`src/hdl/displayPkg.sv`:
```
package displayPkg;

  // raster geometry, one pixel per clock
  localparam int screenWidth = 320;
  localparam int screenHeight = 240;

  // column needs 9 bits for 0..319
  typedef logic [8:0] pixelXT;

  // row fits in 8 bits for 0..239
  typedef logic [7:0] pixelYT;

  // RGB332 layout as rrr ggg bb
  typedef logic [7:0] colorT;

  // dark blue background
  localparam colorT bgColor = 8'b000_000_10;

  // yellow for the word itself
  localparam colorT textColor = 8'b111_111_00;

  // overlay FSM
  // idle keeps the word hidden and show paints it for a counted number of frames
  typedef enum logic {
    stIdle,
    stShow
  } overlayStateE;

endpackage

```
`src/hdl/glyphPkg.sv`:
```
package glyphPkg;

  // bar orientation
  typedef enum logic {
    segHor,
    segVer
  } segKindE;

  // one beveled bar with offsets relative to the word origin
  typedef struct packed {
    segKindE    kind;
    logic [8:0] xOff;
    logic [7:0] yOff;
    logic [4:0] len;
  } segmentT;

  localparam int segmentCount = 27;

  // full glyph set for BOOM
  // horizontal bars first, then vertical pairs, then the B extras
  localparam segmentT boomSegments [segmentCount] = '{
    // horizontal bars of M, both O and B
    '{segHor, 9'd4,   8'd42, 5'd20},
    '{segHor, 9'd27,  8'd42, 5'd20},
    '{segHor, 9'd60,  8'd0,  5'd20},
    '{segHor, 9'd60,  8'd42, 5'd20},
    '{segHor, 9'd93,  8'd0,  5'd20},
    '{segHor, 9'd93,  8'd42, 5'd20},
    '{segHor, 9'd126, 8'd0,  5'd20},
    '{segHor, 9'd126, 8'd42, 5'd20},
    // vertical bars as upper and lower halves of each column
    '{segVer, 9'd0,   8'd3,  5'd20},
    '{segVer, 9'd0,   8'd24, 5'd20},
    '{segVer, 9'd23,  8'd3,  5'd20},
    '{segVer, 9'd23,  8'd24, 5'd20},
    '{segVer, 9'd46,  8'd3,  5'd20},
    '{segVer, 9'd46,  8'd24, 5'd20},
    '{segVer, 9'd56,  8'd3,  5'd20},
    '{segVer, 9'd56,  8'd24, 5'd20},
    '{segVer, 9'd79,  8'd3,  5'd20},
    '{segVer, 9'd79,  8'd24, 5'd20},
    '{segVer, 9'd89,  8'd3,  5'd20},
    '{segVer, 9'd89,  8'd24, 5'd20},
    '{segVer, 9'd112, 8'd3,  5'd20},
    '{segVer, 9'd112, 8'd24, 5'd20},
    '{segVer, 9'd122, 8'd3,  5'd20},
    '{segVer, 9'd122, 8'd24, 5'd20},
    // shortened right side of the B plus its centre bar
    '{segVer, 9'd137, 8'd24, 5'd17},
    '{segHor, 9'd126, 8'd21, 5'd12},
    '{segVer, 9'd137, 8'd6,  5'd17}
  };

endpackage

```
`src/hdl/pixelBusIf.sv`:
```
`timescale 1ns/1ps

interface pixelBusIf;

  // current scan position
  displayPkg::pixelXT x;
  displayPkg::pixelYT y;

  // high once scanning runs
  logic valid;

  // marks position (0, 0)
  logic frameStart;

  modport source (output x, output y, output valid, output frameStart);

  modport sink (input x, input y, input valid, input frameStart);

endinterface

```
`src/hdl/pixelScanner.sv`:
```
`timescale 1ns/1ps

module pixelScanner (
  input logic clk,
  input logic rstN,
  pixelBusIf.source bus
);

  import displayPkg::*;

  logic lastCol;
  logic lastRow;

  // wrap points of the raster
  assign lastCol = (bus.x == pixelXT'(screenWidth - 1));
  assign lastRow = (bus.y == pixelYT'(screenHeight - 1));

  always_ff @(posedge clk) begin
    if (!rstN) begin
      bus.x <= '0;
      bus.y <= '0;
      bus.valid <= 1'b0;
      bus.frameStart <= 1'b0;
    end else if (!bus.valid) begin
      // first cycle out of reset presents (0, 0)
      bus.valid <= 1'b1;
      bus.frameStart <= 1'b1;
    end else begin
      // x runs fastest, y steps at the end of each line
      if (lastCol) begin
        bus.x <= '0;
        bus.y <= lastRow ? '0 : bus.y + 1'b1;
      end else begin
        bus.x <= bus.x + 1'b1;
      end
      // next position is (0, 0) only after the very last pixel
      bus.frameStart <= lastCol && lastRow;
    end
  end

  // scan stays inside the screen
  assert property (@(posedge clk) disable iff (!rstN)
    bus.valid |-> (int'(bus.x) < screenWidth) && (int'(bus.y) < screenHeight));

endmodule

```
`src/hdl/boomRenderer.sv`:
```
`timescale 1ns/1ps

module boomRenderer #(
  parameter int originX = 82,
  parameter int originY = 96
) (
  input logic clk,
  input logic rstN,
  pixelBusIf.sink bus,
  output logic boomPixel
);

  import glyphPkg::*;

  logic boomDetect;

  // beveled bar test in bar-local terms
  // along runs the length of the bar, across its 5-pixel width
  // inset is 2 on the outer rows, 1 next to them, 0 on the centre row
  function automatic logic barHit(input int along, input int across, input int len);
    int inset;
    if (across < 0 || across > 4) begin
      return 1'b0;
    end
    if (across == 2) begin
      inset = 0;
    end else if (across == 1 || across == 3) begin
      inset = 1;
    end else begin
      inset = 2;
    end
    return (along >= inset) && (along <= len - 1 - inset);
  endfunction

  always_comb begin
    int dx;
    int dy;
    int len;
    boomDetect = 1'b0;
    for (int i = 0; i < segmentCount; i++) begin
      // position relative to this bar's corner
      dx = int'(bus.x) - (originX + int'(boomSegments[i].xOff));
      dy = int'(bus.y) - (originY + int'(boomSegments[i].yOff));
      len = int'(boomSegments[i].len);
      // vertical bars are the same shape with axes swapped
      if (boomSegments[i].kind == segHor) begin
        if (barHit(dx, dy, len)) begin
          boomDetect = 1'b1;
        end
      end else begin
        if (barHit(dy, dx, len)) begin
          boomDetect = 1'b1;
        end
      end
    end
  end

  // registered hit masked by valid
  always_ff @(posedge clk) begin
    if (!rstN) begin
      boomPixel <= 1'b0;
    end else begin
      boomPixel <= bus.valid && boomDetect;
    end
  end

  // no hit can come out of a non-scanning cycle
  assert property (@(posedge clk) disable iff (!rstN)
    !bus.valid |=> !boomPixel);

endmodule

```
`src/hdl/boomOverlay.sv`:
```
`timescale 1ns/1ps

module boomOverlay #(
  parameter int showFrames = 2
) (
  input logic clk,
  input logic rstN,
  input logic boomTrigger,
  pixelBusIf.sink bus,
  input logic boomPixel,
  output displayPkg::pixelXT pixelX,
  output displayPkg::pixelYT pixelY,
  output logic pixelValid,
  output logic frameStart,
  output displayPkg::colorT pixelColor
);

  import displayPkg::*;

  localparam int countW = $clog2(showFrames + 1);

  overlayStateE state;
  logic pending;
  logic [countW-1:0] frameCount;
  logic busFrame;

  // two-stage alignment where stage 1 lines up with boomPixel
  pixelXT xDly [2];
  pixelYT yDly [2];
  logic [1:0] validDly;
  logic [1:0] startDly;

  assign busFrame = bus.valid && bus.frameStart;

  // trigger latch and frame counting FSM
  always_ff @(posedge clk) begin
    if (!rstN) begin
      state <= stIdle;
      pending <= 1'b0;
      frameCount <= '0;
    end else begin
      if (busFrame) begin
        if (pending) begin
          // (re)start the show window at this frame
          state <= stShow;
          frameCount <= countW'(showFrames);
        end else if (state == stShow) begin
          if (frameCount == countW'(1)) begin
            state <= stIdle;
          end
          frameCount <= frameCount - 1'b1;
        end
        // pulse on the boundary cycle waits for the next frame
        pending <= boomTrigger;
      end else if (boomTrigger) begin
        pending <= 1'b1;
      end
    end
  end

  // coordinate delay line
  always_ff @(posedge clk) begin
    xDly[0] <= bus.x;
    yDly[0] <= bus.y;
    xDly[1] <= xDly[0];
    yDly[1] <= yDly[0];
  end

  always_ff @(posedge clk) begin
    if (!rstN) begin
      validDly <= '0;
      startDly <= '0;
      pixelColor <= bgColor;
    end else begin
      validDly <= {validDly[0], bus.valid};
      startDly <= {startDly[0], bus.frameStart};
      // state here already reflects the frame of the stage-1 pixel
      pixelColor <= (state == stShow && boomPixel) ? textColor : bgColor;
    end
  end

  assign pixelX = xDly[1];
  assign pixelY = yDly[1];
  assign pixelValid = validDly[1];
  assign frameStart = startDly[1];

  // count bounded by the window and cleared when hidden
  assert property (@(posedge clk) disable iff (!rstN)
    (int'(frameCount) <= showFrames) && ((state == stIdle) -> (frameCount == '0)));

endmodule

```
`src/hdl/boomDisplay.sv`:
```
`timescale 1ns/1ps

module boomDisplay #(
  parameter int originX = 82,
  parameter int originY = 96,
  parameter int showFrames = 2
) (
  input logic clk,
  input logic rstN,
  input logic boomTrigger,
  output displayPkg::pixelXT pixelX,
  output displayPkg::pixelYT pixelY,
  output logic pixelValid,
  output logic frameStart,
  output displayPkg::colorT pixelColor
);

  // raster position shared by all three stages
  pixelBusIf bus0 ();

  // renderer hit, one cycle behind the bus
  logic boomPixel;

  pixelScanner scanner0 (
    .clk  (clk),
    .rstN (rstN),
    .bus  (bus0.source)
  );

  boomRenderer #(
    .originX (originX),
    .originY (originY)
  ) renderer0 (
    .clk       (clk),
    .rstN      (rstN),
    .bus       (bus0.sink),
    .boomPixel (boomPixel)
  );

  boomOverlay #(
    .showFrames (showFrames)
  ) overlay0 (
    .clk         (clk),
    .rstN        (rstN),
    .boomTrigger (boomTrigger),
    .bus         (bus0.sink),
    .boomPixel   (boomPixel),
    .pixelX      (pixelX),
    .pixelY      (pixelY),
    .pixelValid  (pixelValid),
    .frameStart  (frameStart),
    .pixelColor  (pixelColor)
  );

endmodule

```
`config.mk`:
```
export PLATFORM = sky130hd
export DESIGN_NAME = boomDisplay
export DESIGN_NICKNAME = d
export VERILOG_FILES = /design/src/hdl/displayPkg.sv /design/src/hdl/glyphPkg.sv /design/src/hdl/pixelBusIf.sv /design/src/hdl/pixelScanner.sv /design/src/hdl/boomRenderer.sv /design/src/hdl/boomOverlay.sv /design/src/hdl/boomDisplay.sv
export SDC_FILE = /design/constraint.sdc
export NUM_CORES = 1
export LEC_CHECK = 0
export ABC_AREA = 1
export BUFFER_PORTS_ARGS = -buffer_cell sky130_fd_sc_hd__buf_4
export CAP_MARGIN = 20
export CORE_UTILIZATION = 46
export DETAILED_ROUTE_END_ITERATION = 8
export PLACE_DENSITY_LB_ADDON = 0.08
export SYNTH_ARGS = -nofsm -noshare
export SYNTH_HDL_FRONTEND = slang
export SYNTH_SLANG_ARGS = --single-unit
export TNS_END_PERCENT = 10
```
`constraint.sdc`:
```
create_clock -name clk -period 5.9 [get_ports clk]
set_input_delay 0.885 -clock clk [delete_from_list [all_inputs] [get_ports clk]]
set_output_delay 0.885 -clock clk [all_outputs]
set_load 0.05 [all_outputs]
```
==> run summary <==
status - finished, violations left
violated checks - design-rule violations
Util after Layout - 50.0%
row count - 49
Clk Latency, worst-skew pair - 340 ps
Max Root-Sink Buffers - 2
Vias/cell - 5.45
Synth Cell Area - 0.00852 mm^2
slowest CP cell - dfxtp_1
Adder-Cell Fraction of Synth Area - 22.8%
NetSw - 0.000307 W
pre-CTS WS - 1480 ps
RSZ-0062 raised after global routing - no
CP Class - flop to flop
post-route setup TNS - 0 ps
post-route clock period utilization - 75.9%
routed wire length - 26900 um
sequential element share of the synthesized area - 15.0%
post-synth cell types - 47
critical path buffer and inverter count - 6
Worst Tran Pin Value - 777 ps
final worst slack - 1420 ps
Die Ht - 138 um
CTS clk-pin slew, worst paths - 60 ps
Total GRT Usage - 28.5%
part of the power in registers - 38.4%
maximum VDD drop - 0.160 mV
slew margin rel. - 48.1%
number of global-route vias before repair - 7913
Simple-Gate Fraction of Synth Area - 37.8%
Worst Setup Start Kind - flop
1st-iter DRT viols - 872
Max H-tree Level - 3
Synthesized Nets - 1519
complex-gate fraction of the synthesized area - 10.0%
worst hold-check slack - 324 ps
CTS Sinks - 64
P&R area growth vs syn - 6.17%
minimum clock period - 4480 ps
initial antenna violation count - 0
pwr dens - 128 mW/mm^2
DP HPWL - 20300 um
Seq cells post-synth - 64
wire per inst - 16.9 um
slowest stage delay, CP - 820 ps
die area - 0.0191 mm^2
synthesized instance count - 1361
routed vias - 8673
die width - 138 um
Pre-antenna DRT Iters - 7
highest clock rate - 0.223 GHz
Core ar. - 0.0181 mm^2
Initial Util - 47.1%
largest net degree at the start of global routing - 26
Worst Path Arrival - 4770 ps
leakage - 4.70 nW
postcts setup bufs - 0
ANT cells - 0
Avg Inst Size Synth - 6.26 um^2
crit-path most repeated cell - nand2_1
CTS tree - yes
Clk pwr share - 49.9%
Final #Nets - 1516
worst-path fanout max - 15
fillers - 1897
Resize count post-CTS - 0
GR Overflow Total - 0
Int Pwr - 0.000849 W
GPL Wtd Cong - 0.974
clk_skew - 11.0 ps
final setup violation count - 0
CP endpoint kind - flop
Routed Antenna Nets - 0
CTS Root Cell - clkbuf_16
mux contribution to synthesized area - 0%
switching share of power - 26.6%
Logic pwr share - 11.7%
PortBufs - 28
CP required - 6190 ps
CP delay by family, top - simple AND/OR/NAND/NOR gates
Synth area leaders - ha_1 (23%), nand2_1 (16%), dfxtp_1 (15%)
io pins - 30
first-pass GRT wire length - 43000 um
Max-cap violations - 0
largest family of logic cells by synthesized area - simple AND/OR/NAND/NOR gates
DRC viols - 10
Max Slew Vio Count - 0
HP Class - flop to flop
area leader, netlist - ha_1
total power - 0.00116 W
xor and xnor fraction of the mapped netlist area - 2.57%
clock buffer count from CTS - 9
Synth top area share - 22.8%
Final Hold Viols - 0
Synth warnings - 0
layout cell share with drive strength beyond 1 - 7.92%
cts hold-fix bufs - 0
==> power by group through the flow <==
stage | clock network (W) | registers, W | logic [W]
global placement | 0 | 0.000453 | 0.000133
detailed placement | 0 | 0.000453 | 0.000132
global route | 0.000601 | 0.000445 | 0.000149
finish | 0.000577 | 0.000444 | 0.000136
floorplan | 0 | 0.000455 | 0.0000893
CTS | 0.000582 | 0.000444 | 0.000133
==> metal layers <==
| layer | up-vias | part of all wire, % | track usage, % |
|---|---|---|---|
| met5 | - | 0 | 0 |
| met4 | 0 | 2.8 | 10.9 |
| met3 | 51 | 7.8 | 3.19 |
| met2 | 363 | 43 | 44.3 |
| met1 | 3878 | 47 | 40.2 |
| li1 | 4381 | - | - |
==> cell families after synthesis <==
kind of cell | count (synthesis)
buffers and inverters | 218
XOR/XNOR | 25
AO/OA/AOI/OAI | 155
adder cells (fa/ha/maj) | 155
other | 1
AND/OR/NAND/NOR | 743
flip-flops | 64
==> worst reg2reg max path: cells and delay by family, from the launching register on <==
family	cells	cell delay, ps
AO/OA/AOI/OAI	1	70
flip-flops	1	820
AND/OR/NAND/NOR	21	2070
adder cells (fa/ha/maj)	2	700
buffers and inverters	6	760
==> stage by stage <==
stage / std cells / cell area, um^2
2_1_floorplan: 1361 / 8520
3_3_place_gp: 1575 / 8720
3_5_place_dp: 1576 / 8720
4_1_cts: 1592 / 9040
5_1_grt: 1592 / 9040
6_report: 1592 / 9040
==> worst paths after layout <==
| check | startpoint | slack (ps) | cells after the start | end |
|---|---|---|---|---|
| max reg2reg | scanner0.bus.x[0]$_SDFFE_PN0P_ | 1420 | 30 | renderer0.boomPixel$_SDFF_PN0_ |
| min reg2reg | overlay0.xDly[0][0]$_DFF_P_ | 320 | 0 | overlay0.xDly[0][9]$_DFF_P_ |
| max | scanner0.bus.x[0]$_SDFFE_PN0P_ | 1420 | 30 | renderer0.boomPixel$_SDFF_PN0_ |
| min | overlay0.xDly[0][0]$_DFF_P_ | 320 | 0 | overlay0.xDly[0][9]$_DFF_P_ |
==> cells in the mapped netlist (all sizes together) <==
master   count
a2111o       1
a2111oi      1
a211oi       3
a21boi       2
a21oi       74
a22oi        2
a31oi        2
and2         3
and3         1
buf         52
clkbuf       5
clkinv       3
conb         1
dfxtp       64
ha         155
inv        158
nand2      383
nand3      123
nand3b       6
nand4       27
nor2       164
nor3        26
nor3b        1
nor4         3
o211ai       3
o21ai       51
o21bai       4
o22ai        7
o311ai       1
o31ai        4
or2          6
xnor2        4
xor2        21
==> cell usage in the layout (no fill, tap or decap), types with 10 or more instances in the layout <==
cell type  netlist  final
nand2_1        372    372
nor3_1          23     23
dfxtp_1         64     64
nand4_1         27     27
a21oi_1         73     73
o21ai_1         10     10
xor2_1          21     21
nor2_1         151    151
inv_2           15     15
nand2_2         10     10
nand3_1        120    120
ha_1           155    155
inv_1          143    143
o21ai_0         40     40
buf_4           34     42
==> sequential cells by signal (all words and copies together), names as in the netlist <==
signal                   flops
overlay0.xDly               18
overlay0.yDly               16
scanner0.bus.x               9
scanner0.bus.y               8
overlay0.frameCount          2
overlay0.pixelColor          2
overlay0.startDly            2
overlay0.validDly            2
overlay0.pending             1
overlay0.state               1
renderer0.boomPixel          1
scanner0.bus.frameStart      1
scanner0.bus.valid           1
==> area by class of cell <==
type | count | area, um^2 | share of cell area [%]
sequential | 64 | 1280 | 14.2
clock buffer | 10 | 229 | 2.53
multi-input combinational | 1079 | 6230 | 68.9
clock inverter | 6 | 92.6 | 1.02
tap | 229 | 287 | 3.17
timing repair buffer | 43 | 319 | 3.53
inverter | 161 | 604 | 6.68
(Power assumes the default switching activity.)
